===== config.mk =====
export PLATFORM = sky130hd
export DESIGN_NAME = instruction_cache
export DESIGN_NICKNAME = d
export VERILOG_FILES = /design/src/verilog/icache_pkg.sv /design/src/verilog/icache_array_if.sv /design/src/verilog/instruction_cache.sv /design/src/verilog/icache_data_store.sv /design/src/verilog/icache_tag_store.sv /design/src/verilog/icache_ctrl.sv
export SDC_FILE = /design/constraint.sdc
export NUM_CORES = 1
export LEC_CHECK = 0
export BUFFER_PORTS_ARGS = -buffer_cell sky130_fd_sc_hd__buf_2
export CORE_UTILIZATION = 35
export DETAILED_ROUTE_END_ITERATION = 7
export PLACE_DENSITY = 0.57
export SYNTH_ARGS = -nofsm -noshare
export SYNTH_HDL_FRONTEND = slang
export SYNTH_SLANG_ARGS = --single-unit

===== constraint.sdc =====
create_clock -name clk_i -period 14.5 [get_ports clk_i]
set_input_delay 1.45 -clock clk_i [delete_from_list [all_inputs] [get_ports clk_i]]
set_output_delay 1.45 -clock clk_i [all_outputs]
set_load 0.01 [all_outputs]

===== src/verilog/icache_pkg.sv =====
// ############################
// Instruction cache package
// Geometry constants and vector types
// ############################

package icache_pkg;

    // ############################
    // Core and warp geometry
    // ############################

    // Program counter width
    localparam int unsigned PcWidth = 32;
    // Threads per warp
    localparam int unsigned WarpWidth = 32;
    // Warps per compute unit
    localparam int unsigned NumWarps = 8;
    // Encoded instruction width
    localparam int unsigned EncInstWidth = 4;

    // ############################
    // Cache geometry
    // ############################

    // Word offset bits, two words per line
    localparam int unsigned LineWordBits = 1;
    localparam int unsigned NumCachelines = 4;

    // PC = {tag, index, word offset}
    localparam int unsigned IndexBits = $clog2(NumCachelines);
    localparam int unsigned TagBits = PcWidth - IndexBits - LineWordBits;
    localparam int unsigned LineWidth = (1 << LineWordBits) * EncInstWidth;

    // Derived field widths
    localparam int unsigned WidWidth = $clog2(NumWarps);
    localparam int unsigned SubwarpIdWidth = $clog2(WarpWidth);
    localparam int unsigned LineAddrWidth = PcWidth - LineWordBits;

    // Request fields
    typedef logic [PcWidth-1:0] pc_t;
    typedef logic [WarpWidth-1:0] act_mask_t;
    typedef logic [WidWidth-1:0] wid_t;
    typedef logic [SubwarpIdWidth-1:0] subwarp_id_t;
    typedef logic [EncInstWidth-1:0] enc_inst_t;

    // Cache storage, word 0 sits in the low bits of a line
    typedef logic [LineWidth-1:0] cache_line_t;
    typedef logic [LineAddrWidth-1:0] line_addr_t;
    typedef logic [TagBits-1:0] cache_tag_t;
    typedef logic [IndexBits-1:0] cache_index_t;
    typedef logic [LineWordBits-1:0] word_offset_t;

endpackage : icache_pkg

===== src/verilog/icache_array_if.sv =====
// ############################
// Array command interface
// Controller to tag and data stores
// ############################

interface icache_array_if;
    import icache_pkg::*;

    // Read both arrays at index
    logic lookup_o;
    // Write both arrays at index
    logic refill_o;
    cache_index_t index;
    // Active request tag for the write and the hit compare
    cache_tag_t req_tag;
    // Word offset of the active request
    word_offset_t offset;
    // Clear every valid bit
    logic invalidate;

    // Results one cycle after a lookup
    logic hit;
    enc_inst_t inst;

    modport ctrl (
        output lookup_o, refill_o, index, req_tag, offset, invalidate,
        input  hit
    );

    modport tag (
        input  lookup_o, refill_o, index, req_tag, invalidate,
        output hit
    );

    modport data (
        input  lookup_o, refill_o, index, offset,
        output inst
    );

endinterface : icache_array_if


===== src/verilog/instruction_cache.sv =====
// ############################
// Instruction cache top level
// Controller and both stores
// ############################

module instruction_cache (
    // Clock and reset
    input  logic                     clk_i,
    input  logic                     rst_ni,

    // Invalidate all lines
    input  logic                     flush_i,

    // Memory request
    input  logic                     mem_ready_i,
    output logic                     mem_req_o,
    output icache_pkg::line_addr_t   mem_addr_o,

    // Memory response
    input  logic                     mem_valid_i,
    input  icache_pkg::cache_line_t  mem_data_i,

    // From fetcher
    output logic                     ic_ready_o,
    input  logic                     fe_valid_i,
    input  icache_pkg::pc_t          fe_pc_i,
    input  icache_pkg::act_mask_t    fe_act_mask_i,
    input  icache_pkg::wid_t         fe_warp_id_i,
    input  icache_pkg::subwarp_id_t  fe_subwarp_id_i,

    // To decoder
    input  logic                     dec_ready_i,
    output logic                     ic_valid_o,
    output icache_pkg::pc_t          ic_pc_o,
    output icache_pkg::act_mask_t    ic_act_mask_o,
    output icache_pkg::wid_t         ic_warp_id_o,
    output icache_pkg::enc_inst_t    ic_inst_o,
    output icache_pkg::subwarp_id_t  ic_subwarp_id_o
);

    // Commands and results between controller and arrays
    icache_array_if arr_if ();

    icache_ctrl i_ctrl (
        .clk_i           (clk_i),
        .rst_ni          (rst_ni),
        .flush_i         (flush_i),
        .fe_valid_i      (fe_valid_i),
        .fe_pc_i         (fe_pc_i),
        .fe_act_mask_i   (fe_act_mask_i),
        .fe_warp_id_i    (fe_warp_id_i),
        .fe_subwarp_id_i (fe_subwarp_id_i),
        .ic_ready_o      (ic_ready_o),
        .dec_ready_i     (dec_ready_i),
        .ic_valid_o      (ic_valid_o),
        .ic_pc_o         (ic_pc_o),
        .ic_act_mask_o   (ic_act_mask_o),
        .ic_warp_id_o    (ic_warp_id_o),
        .ic_subwarp_id_o (ic_subwarp_id_o),
        .mem_ready_i     (mem_ready_i),
        .mem_req_o       (mem_req_o),
        .mem_addr_o      (mem_addr_o),
        .mem_valid_i     (mem_valid_i),
        .arr             (arr_if.ctrl)
    );

    icache_tag_store i_tag_store (
        .clk_i  (clk_i),
        .rst_ni (rst_ni),
        .arr    (arr_if.tag)
    );

    // Response line goes straight into the data store
    icache_data_store i_data_store (
        .clk_i      (clk_i),
        .rst_ni     (rst_ni),
        .mem_data_i (mem_data_i),
        .arr        (arr_if.data)
    );

    // Selected word to the decoder
    assign ic_inst_o = arr_if.inst;

endmodule : instruction_cache


===== src/verilog/icache_data_store.sv =====
// ############################
// Data store
// Line array, refill buffer, word select
// ############################

module icache_data_store (
    input  logic                    clk_i,
    input  logic                    rst_ni,
    input  icache_pkg::cache_line_t mem_data_i,
    icache_array_if.data            arr
);
    import icache_pkg::*;

    cache_line_t line_mem [NumCachelines];

    // Array read data, one cycle latency
    cache_line_t rd_line_q;
    // Last refill line
    cache_line_t refill_buf_q;
    // Set when the latest operation was a refill
    logic        refill_mark_q;

    cache_line_t sel_line;

    // ############################
    // Line array
    // ############################

    always_ff @(posedge clk_i) begin
        if (arr.refill_o) begin
            line_mem[arr.index] <= mem_data_i;
            refill_buf_q        <= mem_data_i;
        end
        if (arr.lookup_o) begin
            rd_line_q <= line_mem[arr.index];
        end
    end

    // Refill and lookup never share a cycle
    always_ff @(posedge clk_i or negedge rst_ni) begin
        if (!rst_ni) begin
            refill_mark_q <= 1'b0;
        end else if (arr.refill_o) begin
            refill_mark_q <= 1'b1;
        end else if (arr.lookup_o) begin
            refill_mark_q <= 1'b0;
        end
    end

    // ############################
    // Word select
    // ############################

    // Buffered refill line or array read
    assign sel_line = refill_mark_q ? refill_buf_q : rd_line_q;
    // Word 0 in the low bits
    assign arr.inst = sel_line[arr.offset * EncInstWidth +: EncInstWidth];

endmodule : icache_data_store


===== src/verilog/icache_tag_store.sv =====
// ############################
// Tag store
// Tags, valid bits, hit decision
// ############################

module icache_tag_store (
    input  logic        clk_i,
    input  logic        rst_ni,
    icache_array_if.tag arr
);
    import icache_pkg::*;

    // One tag and one valid bit per line
    cache_tag_t               tag_mem [NumCachelines];
    logic [NumCachelines-1:0] valid_q;

    // Registered read port
    cache_tag_t rd_tag_q;
    logic       rd_valid_q;

    // ############################
    // Tag array
    // ############################

    always_ff @(posedge clk_i) begin
        if (arr.refill_o) begin
            tag_mem[arr.index] <= arr.req_tag;
        end
    end

    // Tag read, one cycle latency
    always_ff @(posedge clk_i) begin
        if (arr.lookup_o) begin
            rd_tag_q <= tag_mem[arr.index];
        end
    end

    // ############################
    // Valid bits
    // ############################

    always_ff @(posedge clk_i or negedge rst_ni) begin
        if (!rst_ni) begin
            valid_q    <= '0;
            rd_valid_q <= 1'b0;
        end else begin
            // Bulk invalidate in a single cycle
            if (arr.invalidate) begin
                valid_q <= '0;
            end else if (arr.refill_o) begin
                valid_q[arr.index] <= 1'b1;
            end
            if (arr.lookup_o) begin
                rd_valid_q <= valid_q[arr.index];
            end
        end
    end

    // Compare against the held request tag
    assign arr.hit = rd_valid_q && (rd_tag_q == arr.req_tag);

endmodule : icache_tag_store


===== src/verilog/icache_ctrl.sv =====
// ############################
// Instruction cache controller
// FSM, pending flush, active request
// ############################

module icache_ctrl (
    input  logic                     clk_i,
    input  logic                     rst_ni,
    input  logic                     flush_i,
    // Fetcher side
    input  logic                     fe_valid_i,
    input  icache_pkg::pc_t          fe_pc_i,
    input  icache_pkg::act_mask_t    fe_act_mask_i,
    input  icache_pkg::wid_t         fe_warp_id_i,
    input  icache_pkg::subwarp_id_t  fe_subwarp_id_i,
    output logic                     ic_ready_o,
    // Decoder side
    input  logic                     dec_ready_i,
    output logic                     ic_valid_o,
    output icache_pkg::pc_t          ic_pc_o,
    output icache_pkg::act_mask_t    ic_act_mask_o,
    output icache_pkg::wid_t         ic_warp_id_o,
    output icache_pkg::subwarp_id_t  ic_subwarp_id_o,
    // Memory side
    input  logic                     mem_ready_i,
    output logic                     mem_req_o,
    output icache_pkg::line_addr_t   mem_addr_o,
    input  logic                     mem_valid_i,
    // Array commands
    icache_array_if.ctrl             arr
);
    import icache_pkg::*;

    typedef enum logic [1:0] {
        Idle           = 2'd0,
        HandleInstr    = 2'd1,
        WaitForMem     = 2'd2,
        WaitForDecoder = 2'd3
    } state_e;

    state_e state_q, state_d;
    logic   flush_q, flush_d;

    // Active request
    pc_t         req_pc_q;
    act_mask_t   req_mask_q;
    wid_t        req_wid_q;
    subwarp_id_t req_swid_q;

    logic accept;
    logic out_take;
    logic flush_exec;
    logic cache_free;

    // ############################
    // Handshakes
    // ############################

    // Output valid on a hit or once refill data is buffered
    assign ic_valid_o = ((state_q == HandleInstr) && arr.hit) ||
                        (state_q == WaitForDecoder);
    assign out_take   = ic_valid_o && dec_ready_i;

    // Cache can take work when idle or when the output leaves
    assign cache_free = (state_q == Idle) || out_take;
    // Pending flush wins over a new request
    assign flush_exec = cache_free && flush_q;
    assign ic_ready_o = cache_free && !flush_q;
    assign accept     = ic_ready_o && fe_valid_i;

    // Miss keeps the request up until memory takes it
    assign mem_req_o  = (state_q == HandleInstr) && !arr.hit;
    assign mem_addr_o = mem_req_o ? req_pc_q[PcWidth-1:LineWordBits] : '0;

    // Held fields read zero while nothing is presented
    assign ic_pc_o         = ic_valid_o ? req_pc_q   : '0;
    assign ic_act_mask_o   = ic_valid_o ? req_mask_q : '0;
    assign ic_warp_id_o    = ic_valid_o ? req_wid_q  : '0;
    assign ic_subwarp_id_o = ic_valid_o ? req_swid_q : '0;

    // ############################
    // Array commands
    // ############################

    assign arr.lookup_o   = accept;
    assign arr.refill_o   = (state_q == WaitForMem) && mem_valid_i;
    // Lookup uses the incoming PC and refill the held one
    assign arr.index      = accept ? fe_pc_i[LineWordBits +: IndexBits]
                                   : req_pc_q[LineWordBits +: IndexBits];
    assign arr.req_tag    = req_pc_q[PcWidth-1 -: TagBits];
    assign arr.offset     = req_pc_q[LineWordBits-1:0];
    assign arr.invalidate = flush_exec;

    // ############################
    // Next state
    // ############################

    always_comb begin
        state_d = state_q;
        case (state_q)
            Idle: begin
                if (accept) begin
                    state_d = HandleInstr;
                end
            end
            HandleInstr: begin
                if (arr.hit) begin
                    // Back to back hit keeps us here
                    if (out_take) begin
                        state_d = accept ? HandleInstr : Idle;
                    end
                end else if (mem_ready_i) begin
                    state_d = WaitForMem;
                end
            end
            WaitForMem: begin
                // Latency is open ended
                if (mem_valid_i) begin
                    state_d = WaitForDecoder;
                end
            end
            WaitForDecoder: begin
                if (out_take) begin
                    state_d = accept ? HandleInstr : Idle;
                end
            end
            default: state_d = Idle;
        endcase
    end

    // Remember a flush strobe until it can run
    assign flush_d = flush_exec ? 1'b0 : (flush_q || flush_i);

    always_ff @(posedge clk_i or negedge rst_ni) begin
        if (!rst_ni) begin
            state_q <= Idle;
            flush_q <= 1'b0;
        end else begin
            state_q <= state_d;
            flush_q <= flush_d;
        end
    end

    // Capture request fields at acceptance
    always_ff @(posedge clk_i) begin
        if (accept) begin
            req_pc_q   <= fe_pc_i;
            req_mask_q <= fe_act_mask_i;
            req_wid_q  <= fe_warp_id_i;
            req_swid_q <= fe_subwarp_id_i;
        end
    end

endmodule : icache_ctrl


# After elaboration in Yosys (flattened, before gate mapping)
# Memories as Yosys holds them, arrays and structs flattened. A register that Yosys moved wholly into a read port is not among the register bits.
# Cells that the tools add are included.
# totals
ramBits,148
register_bits,89
input_bits,87
mem_count,2
out_inout_bits,110
wordCells,66
# op_classes
n_eq_ne,7
bitwise_logic,1
shift,1
n_mux,25
reduce_logical,18
n_lt_le_gt_ge,2
# mem_list
memory,depth,width,read_ports,rd_clocked_by_memory_dff,write_ports,line,text
i_tag_store.tag_mem,4,29,1,1,1,icache_tag_store.sv:14,cache_tag_t tag_mem [NumCachelines];
i_data_store.line_mem,4,8,1,1,1,icache_data_store.sv:14,cache_line_t line_mem [NumCachelines];
# ops
cell,n
$mux 32,2
$mux 31,1
$eq 29x29->1,1
$mux 2,6
$logic_and 1x1->1,9
$mux 1,8
$mux 4,2
$mux 8,1
$pmux 2 s4,1
$shiftx 8x4->4,1
$mux 5,1
$eq 2x2->1 const B,2
$or 4x4->4,1
$reduce_bool 2->1,2
$logic_or 1x1->1,3
$lt 2x3->1 const B,1
$mux 3,1
$ne 3x2->1 const B,1
$reduce_and 3->1,1
$bmux 1 s2,1
$demux 1 s2,1
$eq 2x1->1 const B,1
$ge 2x1->1 const B,1
$logic_not 1->1,2
other kinds (3),3

# Depth between registers and ports, before layout
# Gate-level depths: netlist of the first run.
# logic_depth
depth_word,16
ltp_mapped,9
mapped_depth_nobuf,7

# Modules after synthesis
# Synthesis of the first run repeated with hierarchy kept, for this count alone.
# unflattened
cells_unflattened,565
hier_area_um2,10769.1
# by_module_without_submodules
mod,area_per_inst_um2,cells_each,instances
icache_tag_store,5597.9,241,1
icache_ctrl,3362.0,253,1
icache_data_store,1809.2,71,1

# Worst setup path before layout of the first run
# Ideal clock, no wire load.
# synth_timing
path_kind,input port to flip-flop
startpoint,input dec_ready_i
endpoint,register i_tag_store.rd_valid_q
arrival_time_ns,7.036
path_buffers,0
required_ns,14.412
stages,4
setup_slack_ns,7.376
cell_sequence,nand2b_1 -> nand3b_1 -> nor2_1 -> mux2_2
# synth_between
elab_chain_len,7
# synth_rtl
element,line,text
"start, declared",instruction_cache.sv:32,"input logic dec_ready_i,"
$logic_and 1x1->1 (*),icache_ctrl.sv:62,assign out_take = ic_valid_o && dec_ready_i;
$logic_or 1x1->1 (*),icache_ctrl.sv:65,assign cache_free = (state_q == Idle) || out_take;
$logic_and 1x1->1 (*),icache_ctrl.sv:68,assign ic_ready_o = cache_free && !flush_q;
$logic_and 1x1->1 (*),icache_ctrl.sv:69,assign accept = ic_ready_o && fe_valid_i;
$mux 2,icache_ctrl.sv:88,assign arr.index = accept ? fe_pc_i[LineWordBits +: IndexBits]
$bmux 1 s2,icache_tag_store.sv:54,rd_valid_q <= valid_q[arr.index];
$mux 1 (not written as such),icache_tag_store.sv:54,
"end signal, assigned",icache_tag_store.sv:54,
"end, declared",icache_tag_store.sv:19,logic rd_valid_q;
# Every way passes the cells marked *; elsewhere a longest branch is shown, timed or not. The select of a mux whose other input is x is not followed.
# A chain may end at the register's enable or synchronous reset.

# Worst setup path after layout of the first run
# layout_timing
startpoint,register i_ctrl.req_pc_q[25]
endpoint,output ic_act_mask_o[15]
# layout_between
elab_chain_len,5
# layout_rtl
element,line,text
"start, declared",icache_ctrl.sv:45,pc_t req_pc_q;
"start signal, assigned",icache_ctrl.sv:147,req_pc_q <= fe_pc_i;
$eq 29x29->1,icache_tag_store.sv:60,assign arr.hit = rd_valid_q && (rd_tag_q == arr.req_tag);
$logic_and 1x1->1,icache_tag_store.sv:60,
$logic_and 1x1->1,icache_ctrl.sv:60,assign ic_valid_o = ((state_q == HandleInstr) && arr.hit) ||
$logic_or 1x1->1,icache_ctrl.sv:60,
$mux 32,icache_ctrl.sv:77,assign ic_act_mask_o = ic_valid_o ? req_mask_q : '0;
"end, declared",instruction_cache.sv:35,"output icache_pkg::act_mask_t ic_act_mask_o,"
# Every way passes these cells.

==> results of run 1 <==
==> power by group <==
part	internal [mW]	switching, mW
Combinational	0.259	0.342
Sequential	1.01	0.0620
Clock	0.551	0.317
==> per-stage QoR <==
| stage | hold WS (ps) | worst slack (ps) |
|---|---|---|
| 2_1_floorplan | 459 | 7380 |
| 3_3_place_gp | 470 | 9740 |
| 3_5_place_dp | 478 | 9720 |
| 4_1_cts | 492 | 9110 |
| 5_1_grt | 495 | 8940 |
| 6_report | 486 | 9200 |
==> layout make-up <==
cell class              instances  area (um2)
fillers                      2735       17100
flip-flops and latches        274        8180
multi-input cells             305        2520
repair buffers                205        1050
clock buffers                  33         783
well taps                     396         495
clock inverters                25         362
inverters                       4        15.0
==> layer usage <==
layer | vias up | track usage | part of all wire | routed length [um]
met3 | 46 | 0.0222 | 0.041 | 913
li1 | 2725 | - | - | -
met5 | - | 0 | 0 | 0
met1 | 2830 | 0.184 | 0.44 | 9790
met2 | 146 | 0.232 | 0.49 | 10800
met4 | 0 | 0.0456 | 0.025 | 560
==> logic make-up after synthesis <==
kind of cell              after synthesis
AOI/OAI and AO/OA                      19
xor gates and xnor gates               29
buffers and inverters                  29
DFF                                   274
muxes                                 117
and+or+nand+nor                       140
==> final timing paths <==
path                                                         start                                 end  cells after the start
worst max-delay path                 i_ctrl.req_pc_q[25]$_DFFE_PN_                   ic_act_mask_o[15]                      8
worst min-delay path            i_tag_store.valid_q[2]$_DFFE_PN0P_  i_tag_store.valid_q[2]$_DFFE_PN0P_                      1
worst max register to register       i_ctrl.req_pc_q[25]$_DFFE_PN_  i_tag_store.rd_valid_q$_DFFE_PN0N_                      9
worst min register to register  i_tag_store.valid_q[2]$_DFFE_PN0P_  i_tag_store.valid_q[2]$_DFFE_PN0P_                      1
max in group asynchronous                                   rst_ni  i_tag_store.rd_valid_q$_DFFE_PN0N_                      1
min in group asynchronous                                   rst_ni            i_ctrl.flush_q$_DFF_PN0_                      1
==> synthesized netlist by cell type, types with 4 or more instances <==
cell      count  area, um2
nor4_1        4       25.0
edfxtp_1    265       7960
o21a_1        6       45.0
nand4_1       6       37.5
nand2b_1      6       37.5
and2_1      102        638
dfrtp_1       9        225
xor2_1       16        140
nand2_1       5       18.8
clkbuf_1     13       48.8
xnor2_1      13        114
nor2_1        5       18.8
inv_1         4       15.0
buf_6         7       78.8
mux4_2        5        113
nor3_1        4       20.0
mux2i_1     111       1110
==> state kept, by name (all words and copies together) (netlist names) <==
name	count
i_ctrl.flush_q	1
i_data_store.rd_line_q	8
i_tag_store.rd_valid_q	1
i_ctrl.req_wid_q	3
i_ctrl.req_mask_q	32
i_tag_store.rd_tag_q	29
i_ctrl.state_q	2
i_ctrl.req_swid_q	5
i_ctrl.req_pc_q	32
i_tag_store.valid_q	4
i_data_store.refill_mark_q	1
i_data_store.refill_buf_q	8
i_data_store.line_mem	32
i_tag_store.tag_mem	116
==> critical path, stage by stage (launching register included) <==
cell and delay [ps]:
edfxtp_1 530, xnor2_1 270, nand4_1 170, or4_1 580, nor2_1 440, o21a_2 450, buf_4 440, and2_1 220
buf_2 140
==> metrics.md, run 1 <==
| Metric | Value |
|---|---|
| Status | `finished, final reports clean` |
| Post-cts resize count | `0` |
| Synth Area in Adders | `0` |
| Layout cell share with drive strength beyond 1 | `0.318` |
| Period minus WS final | `5300 ps` |
| Slew Viols, Final | `0` |
| Synthesized area | `10800 um2` |
| First-pass GRT wire length | `32800 um` |
| Seq/Total Area, Yosys | `0.755` |
| Critical Path Sink Type | `output port` |
| Fin cells | `1242` |
| TritonCTS clock tree | `yes` |
| Via-to-Cell Ratio | `4.63` |
| Number of global-route vias before repair | `roughly 5500` |
| Leading register cell type out of synthesis | `edfxtp_1` |
| DR pass1 iterations | `4` |
| Placed instance count | `1184` |
| Critical path startpoint category | `flop` |
| Period utilisation layout | `0.365` |
| Global route overflow | `0` |
| Max FO, Critical Path | `54` |
| Max_cap viols | `0` |
| Hold_buf cts | `0` |
| Die height | `178 um` |
| Maximum VDD drop | `0.0981 mV` |
| TritonCTS Sinks | `274` |
| Hold Path Class | `flop to flop` |
| Clock-pin slew on the worst setup and hold paths | `60 ps` |
| Routed wire per std cell | `roughly 18 um` |
| FFs w/ async S/R, synth | `0.0328` |
| Final count of negative-setup-slack endpoints | `0` |
| Post-Route Skew | `14.9 ps` |
| Post-synthesis compound-gate area fraction | `0.0132` |
| Worst EP required | `13050 ps` |
| Synthesized flop and latch total | `274` |
| Count of cell types in the netlist | `34` |
| Cells after Synth | `608` |
| All-Layer GR Usage | `0.139` |
| Cell row count | `64` |
| Achievable Freq | `189 MHz` |
| Initial antenna violation count | `0` |
| H-tree level count | `1` |
| Layout Nets | `908` |
| Final hold violations | `0` |
| Final TNS setup | `0 ps` |
| Tightest Pin Transition | `915 ps` |
| Layout area overhead | `23.6%` |
| Die width | `178 um` |
| Leakage | `5.31 nW` |
| Antenna Nets Post-Route | `0` |
| Core area | `30500 um2` |
| RSZ-0062 raised after global routing | `no` |
| Post-Synth Simple-Gate Area | `0.0786` |
| Syn_nets | `695` |
| Residual DRC | `0` |
| Worst skew pair latency | `560 ps` |
| Relative slew slack | `0.390` |
| Max clock buf depth | `3` |
| HPWL after detailed placement | `13000 um` |
| Post-route cell area | `13400 um2` |
| Syn avg cell area | `17.8 um2` |
| Vias | `5747` |
| Largest family of logic cells by synthesized area | `multiplexers` |
| Power Dens Cells | `190 nW/um2` |
| Synth warn | `0` |
| Ant diodes | `0` |
| Worst Path Arrival | `3850 ps` |
| Postcts setup bufs | `0` |
| Post-synth EDFFs | `265` |
| GP Congestion | `between 0.7 and 0.8` |
| Mux cell area share after synthesis | `0.114` |
| Placed Instance Area | `about 12000 um2` |
| Pin count of the biggest net entering global routing | `59` |
| CTS Buf Count | `31` |
| Xor/xnor cell area share of the yosys netlist | `0.0234` |
| Root cell of the clock tree | `clkbuf_16` |
| Most frequent cells in the layout | `edfxtp_1, buf_2, mux2i_1` |
| Final core occ | `0.439` |
| Top-Level Pins | `197` |
| Initial DRC Count | `between 300 and 400` |
| IO Port Bufs | `around 200` |
| Total power | `2.54 mW` |
| Leading cell type in the layout, fill and taps excluded | `edfxtp_1` |
| Crit path kind | `flop to output port` |
| Initial Util | `0.355` |
| Reg2reg setup slack | `10050 ps` |
| Routed wire length | `between 20000 and 25000 um` |
| Die Area | `between 30000 and 40000 um2` |
(Power assumes the default switching activity.)
==> run 2: changes to the inputs <==
Settings changed: PLACE_DENSITY 0.57 to 0.59.
Clock period 14.5 ns to 4.6 ns, I/O delays scaled along.
==> run 2 against run 1 <==
  * Routed wire length shrank 0.72%
  * Worst hold slack lost 400 ps
  * Global-route usage grew 0.076 points
  * Sequential share of layout area grew 0.27 points
  * Clock skew grew 1.4 ps
  * Largest power group unchanged
  * First-iteration DRC count shrank 3.8%
  * Count of clock-buffer cells in the layout grew 3
  * Core utilization shrank 0.19 points
==> metrics.md, run 2 (synthesis gave the netlist of run 1 again) <==
| Metric | Value |
|---|---|
| Status | `finished, final reports clean` |
| Sequential cell area | `between 8000 and 9000 um2` |
| Ant diodes | `0` |
| Routed wire per std cell | `between 15 and 20 um` |
| Largest register by flop count | `i_tag_store.tag_mem` |
| Multi-input gate area | `2520 um2` |
| Antenna Nets Post-Route | `0` |
| Critical path startpoint category | `flop` |
| Worst Path Arrival | `about 3700 ps` |
| Tightest Pin Transition | `1080 ps` |
| Achievable Freq | `roughly 240 MHz` |
| Number of global-route vias before repair | `about 5700` |
| Post-cts resize count | `0` |
| Die Area | `31700 um2` |
| Max clock buf depth | `3` |
| Period minus WS final | `4110 ps` |
| Post-Route Skew | `around 16 ps` |
| First-pass GRT wire length | `33100 um` |
| Total power | `just under 8 mW` |
| Vias | `5735` |
| Final count of negative-setup-slack endpoints | `0` |
| Post-route cell area | `approximately 13000 um2` |
| TritonCTS clock tree | `yes` |
| IO Port Bufs | `about 200` |
| Fill count | `between 2000 and 3000` |
| Root cell of the clock tree | `clkbuf_16` |
| Final TNS setup | `0 ps` |
| Hold_buf cts | `1` |
| Most frequent cells in the layout | `edfxtp_1, buf_2, mux2i_1` |
| H-tree level count | `1` |
| Postcts setup bufs | `0` |
| Leading cell type in the layout, fill and taps excluded | `edfxtp_1` |
| Leakage | `5.28 nW` |
| Layout area overhead | `23.1%` |
| DR pass1 iterations | `5` |
| CTS Buf Count | `30` |
| Top-Level Pins | `about 200` |
| Max_cap viols | `0` |
| Initial antenna violation count | `0` |
| Initial DRC Count | `351` |
| Slew Viols, Final | `0` |
| Cell row count | `64` |
| Core area | `30500 um2` |
| RSZ-0062 raised after global routing | `no` |
| Relative slew slack | `0.276` |
| TritonCTS Sinks | `274` |
| Worst EP required | `4140 ps` |
| Layout Nets | `911` |
| Layout cell share with drive strength beyond 1 | `0.316` |
| Final hold violations | `0` |
| Die width | `178 um` |
| Crit path kind | `flop to output port` |
| Period utilisation layout | `0.893` |
| Maximum VDD drop | `around 0.29 mV` |
| HPWL after detailed placement | `13900 um` |
| Die height | `178 um` |
| Initial Util | `0.355` |
| Placed Instance Area | `~12000 um2` |
| Routed wire length | `between 20000 and 25000 um` |
| Power Dens Cells | `579 nW/um2` |
| Global route overflow | `0` |
| Number of flip-flops in the largest register | `116` |
| Clock-pin slew on the worst setup and hold paths | `60 ps` |
| Critical Path Sink Type | `output port` |
| Hold Path Class | `input pin to flop` |
| Max FO, Critical Path | `57` |
| All-Layer GR Usage | `0.139` |
| Worst skew pair latency | `about 550 ps` |
| Residual DRC | `0` |
| Via-to-Cell Ratio | `4.61` |
| GP Congestion | `around 0.72` |
| Pin count of the biggest net entering global routing | `72` |
-- run 2: worst max-delay path, cell delays in order, from the launching register on --
cell and delay (ps):
edfxtp_1 520, xor2_1 230, nor4_1 460, nand4_1 300
nor2_1 500, o21a_2 420, buf_12 280, and2_1 210
buf_2 150
-- run 2: worst paths after layout --
check	to	cells past startpoint	slack, ps	start
setup / recovery	ic_pc_o[7]	8	490	i_ctrl.req_pc_q[5]$_DFFE_PN_
hold reg to reg	i_tag_store.valid_q[3]$_DFFE_PN0P_	1	490	i_tag_store.valid_q[3]$_DFFE_PN0P_
min in group asynchronous	i_ctrl.flush_q$_DFF_PN0_	2	310	rst_ni
hold / removal	i_ctrl.req_pc_q[30]$_DFFE_PN_	1	80	fe_pc_i[30]
max in group asynchronous	i_tag_store.rd_valid_q$_DFFE_PN0N_	2	4100	rst_ni
setup reg to reg	i_tag_store.rd_tag_q[5]$_DFFE_PN_	8	940	i_ctrl.req_pc_q[5]$_DFFE_PN_
-- run 2: area by class of cell --
type                       instances  share of cell area
clock buffer                      36              0.0595
tap                              396              0.0371
clock inverter                    20              0.0157
timing repair buffer             209              0.0847
inverter                           4             0.00112
sequential                       274               0.613
multi-input combinational        305               0.189
-- run 2: power by group --
part	switching, mW	internal [mW]
sequential	0.191	3.19
combinational	1.08	0.854
clock	0.954	1.45
total	2.23	5.50
-- run 2: routing by layer --
layer	track usage	up-vias	wire length, um	share of wire
met5	0	-	0	0
met4	0.0345	0	329	0.015
met3	0.0258	34	1250	0.057
met2	0.244	142	11100	0.51
met1	0.177	2833	9170	0.42
li1	-	2726	-	-
-- run 2: through the flow --
step | hold WS [ps] | cells | worst slack, ps | util
after floorplan | 164 | 608 | 689 | -
after global placement | 330 | 1187 | 973 | 0.404
after detailed placement | 328 | 1187 | 944 | 0.404
after CTS | 49.0 | 1244 | 442 | 0.437
after global routing | 45.0 | 1244 | 288 | 0.437
final | 83.8 | 1244 | 492 | 0.437
==> run 3: changes to the inputs <==
Settings changed: CTS_BUF_LIST set to sky130_fd_sc_hd__clkbuf_2 sky130_fd_sc_hd__clkbuf_4 sky130_fd_sc_hd__clkbuf_8, PLACE_DENSITY 0.59 to 0.57.
Clock period 4.6 ns to 4.35 ns, I/O delays scaled along.
==> run 3 against run 2 <==
  * Die area is the same
  * Design area decreased by 0.68%
  * Sequential share of layout area grew 0.42 points
  * Critical path depth did not move
  * Core utilization decreased by 0.30 points
  * Total power increased by 1.7%
  * Register-to-register slack improved by 30 ps
  * Sequential cell count unchanged
  * Critical endpoint is now ic_pc_o[26]
==> metrics.md, run 3 (synthesis gave the netlist of run 1 again) <==
| Metric | Value |
|---|---|
| First-pass GRT wire length | `33300 um` |
| Root cell of the clock tree | `clkbuf_8` |
| CTS Buf Count | `45` |
| Initial DRC Count | `343` |
| Power Dens Cells | `593 nW/um2` |
| Fin worst setup slack | `272 ps` |
| Via-to-Cell Ratio | `4.58` |
| Layout cell share with drive strength beyond 1 | `0.336` |
| Routed wire length | `around 22000 um` |
| Max clock buf depth | `3` |
| Cell row count | `64` |
| Critical Path Sink Type | `output port` |
| Worst Path Arrival | `3640 ps` |
| Max FO, Critical Path | `54` |
| Maximum VDD drop | `~0.27 mV` |
| HPWL after detailed placement | `around 14000 um` |
| Setup Slack @ Placement | `roughly 820 ps` |
| M1 GR Usage | `0.176` |
| Die height | `178 um` |
| DR pass1 iterations | `4` |
| H-tree level count | `2` |
| Die Area | `between 30000 and 40000 um2` |
| Ant diodes | `0` |
| Worst skew pair latency | `560 ps` |
| Final core occ | `0.434` |
| Final hold violations | `0` |
| Slew Viols, Final | `0` |
| Antenna Nets Post-Route | `0` |
| Layout area overhead | `22.3%` |
| Initial antenna violation count | `0` |
| Residual DRC | `0` |
| Tightest Pin Transition | `835 ps` |
| Core area | `30500 um2` |
| Number of flip-flops in the largest register | `116` |
| Leading cell type in the layout, fill and taps excluded | `edfxtp_1` |
| Number of global-route vias before repair | `5758` |
| TritonCTS Sinks | `approximately 270` |
| Most frequent cells in the layout | `edfxtp_1, buf_2, mux2i_1` |
| Reg2reg setup slack | `970 ps` |
| GP Congestion | `0.741` |
| Crit path kind | `flop to output port` |
| IO Port Bufs | `196` |
| Initial Util | `0.355` |
| Pin count of the biggest net entering global routing | `about 70` |
| GRT met2 Usage | `0.246` |
| Critical path startpoint category | `flop` |
| Period utilisation layout | `0.937` |
| Placed Instance Area | `12400 um2` |
| Period minus WS final | `4080 ps` |
| Largest register by flop count | `i_tag_store.tag_mem` |
| Relative slew slack | `0.443` |
| Post-route cell area | `between 10000 and 15000 um2` |
| Post-Route Skew | `between 15 and 20 ps` |
| Launching point of the worst reg2reg path | `i_ctrl.req_pc_q[25]$_DFFE_PN_` |
| Clock-pin slew on the worst setup and hold paths | `60 ps` |
| Achievable Freq | `245 MHz` |
| Die width | `approximately 180 um` |
| RSZ-0062 raised after global routing | `no` |
| Final count of negative-setup-slack endpoints | `0` |
| Hold Path Class | `input pin to flop` |
| Hold wc startpoint | `fe_act_mask_i[22]` |
| Vias | `between 5000 and 6000` |
| Max_cap viols | `0` |
| All-Layer GR Usage | `0.142` |
| Status | `finished, final reports clean` |
| Routed wire per std cell | `approximately 18 um` |
| Leakage | `5.29 nW` |
| TritonCTS clock tree | `yes` |
| Global route overflow | `0` |
| Top-Level Pins | `just under 200` |
| Worst EP required | `slightly below 4000 ps` |
| Final TNS setup | `0 ps` |
| GR Layer Usage met3 | `0.0328` |
| Layout Nets | `928` |
| GRT Max-Usage Layer | `met2` |
| Crit. Startpoint | `i_ctrl.req_pc_q[25]$_DFFE_PN_` |
==> run 3: changes by cell type in the layout (fill, tap and decap cells not counted) <==
cell / delta
clkbuf_8: +46
clkbuf_16: -31
clkbuf_4: +19
clkinv_1: +7
clkbuf_1: -5
bufinv_16: -3
clkinv_2: -3
clkinv_4: -2
clkinvlp_4: -2
buf_12: +1
buf_4: +1
inv_8: +1
==> run 3: routing by layer <==
metal / share of wire / wire [um]
met5: 0 / 0
met4: 0.016 / 360
met3: 0.057 / 1280
met2: 0.50 / 11300
met1: 0.42 / 9440
==> run 3: worst paths after layout <==
check	to	cells after the start
min	i_ctrl.req_mask_q[22]$_DFFE_PN_	1
max	ic_pc_o[26]	8
max in group asynchronous	i_tag_store.valid_q[0]$_DFFE_PN0P_	2
min reg2reg	i_tag_store.valid_q[2]$_DFFE_PN0P_	1
max reg2reg	i_tag_store.rd_tag_q[0]$_DFFE_PN_	8
min in group asynchronous	i_tag_store.valid_q[2]$_DFFE_PN0P_	2
==> run 3: area by class of cell <==
class / count / area [um2]
clock buffers: 65 / 776
well taps: 396 / 495
clock inverters: 18 / 109
flip-flops and latches: 274 / 8180
inverters: 4 / 15.0
repair buffers: 211 / 1160
multi-input cells: 305 / 2520
fillers: 2742 / 17300
==> run 3: power by group <==
group | switching [mW] | total, mW | internal (mW)
Combinational | 1.16 | 2.08 | 0.921
Sequential | 0.201 | 3.57 | 3.37
Clock | 0.993 | 2.20 | 1.21
==> run 3: worst max-delay path, stage by stage (launching register included) <==
cell and delay (ps):
edfxtp_1 560, xnor2_1 240, nand4_1 140, or4_1 560, nor2_1 440, o21a_2 500, buf_12 260, and2_1 200
buf_2 140
==> run 3: timing repair <==
item,CTS,global route
hold buffers,1,0
setup buffers,0,0
resized for setup,0,0
hold endpoints to repair,9,0
==> run 3: through the flow <==
step / std cells / power (mW) / hold WS, ps
final: 1273 / 7.86 / 52.2
after global routing: 1273 / 8.29 / 2.24
after CTS: 1273 / 7.99 / 7.16
after detailed placement: 1189 / 5.76 / 309
after global placement: 1189 / 5.74 / 309
after floorplan: 608 / 5.04 / 139
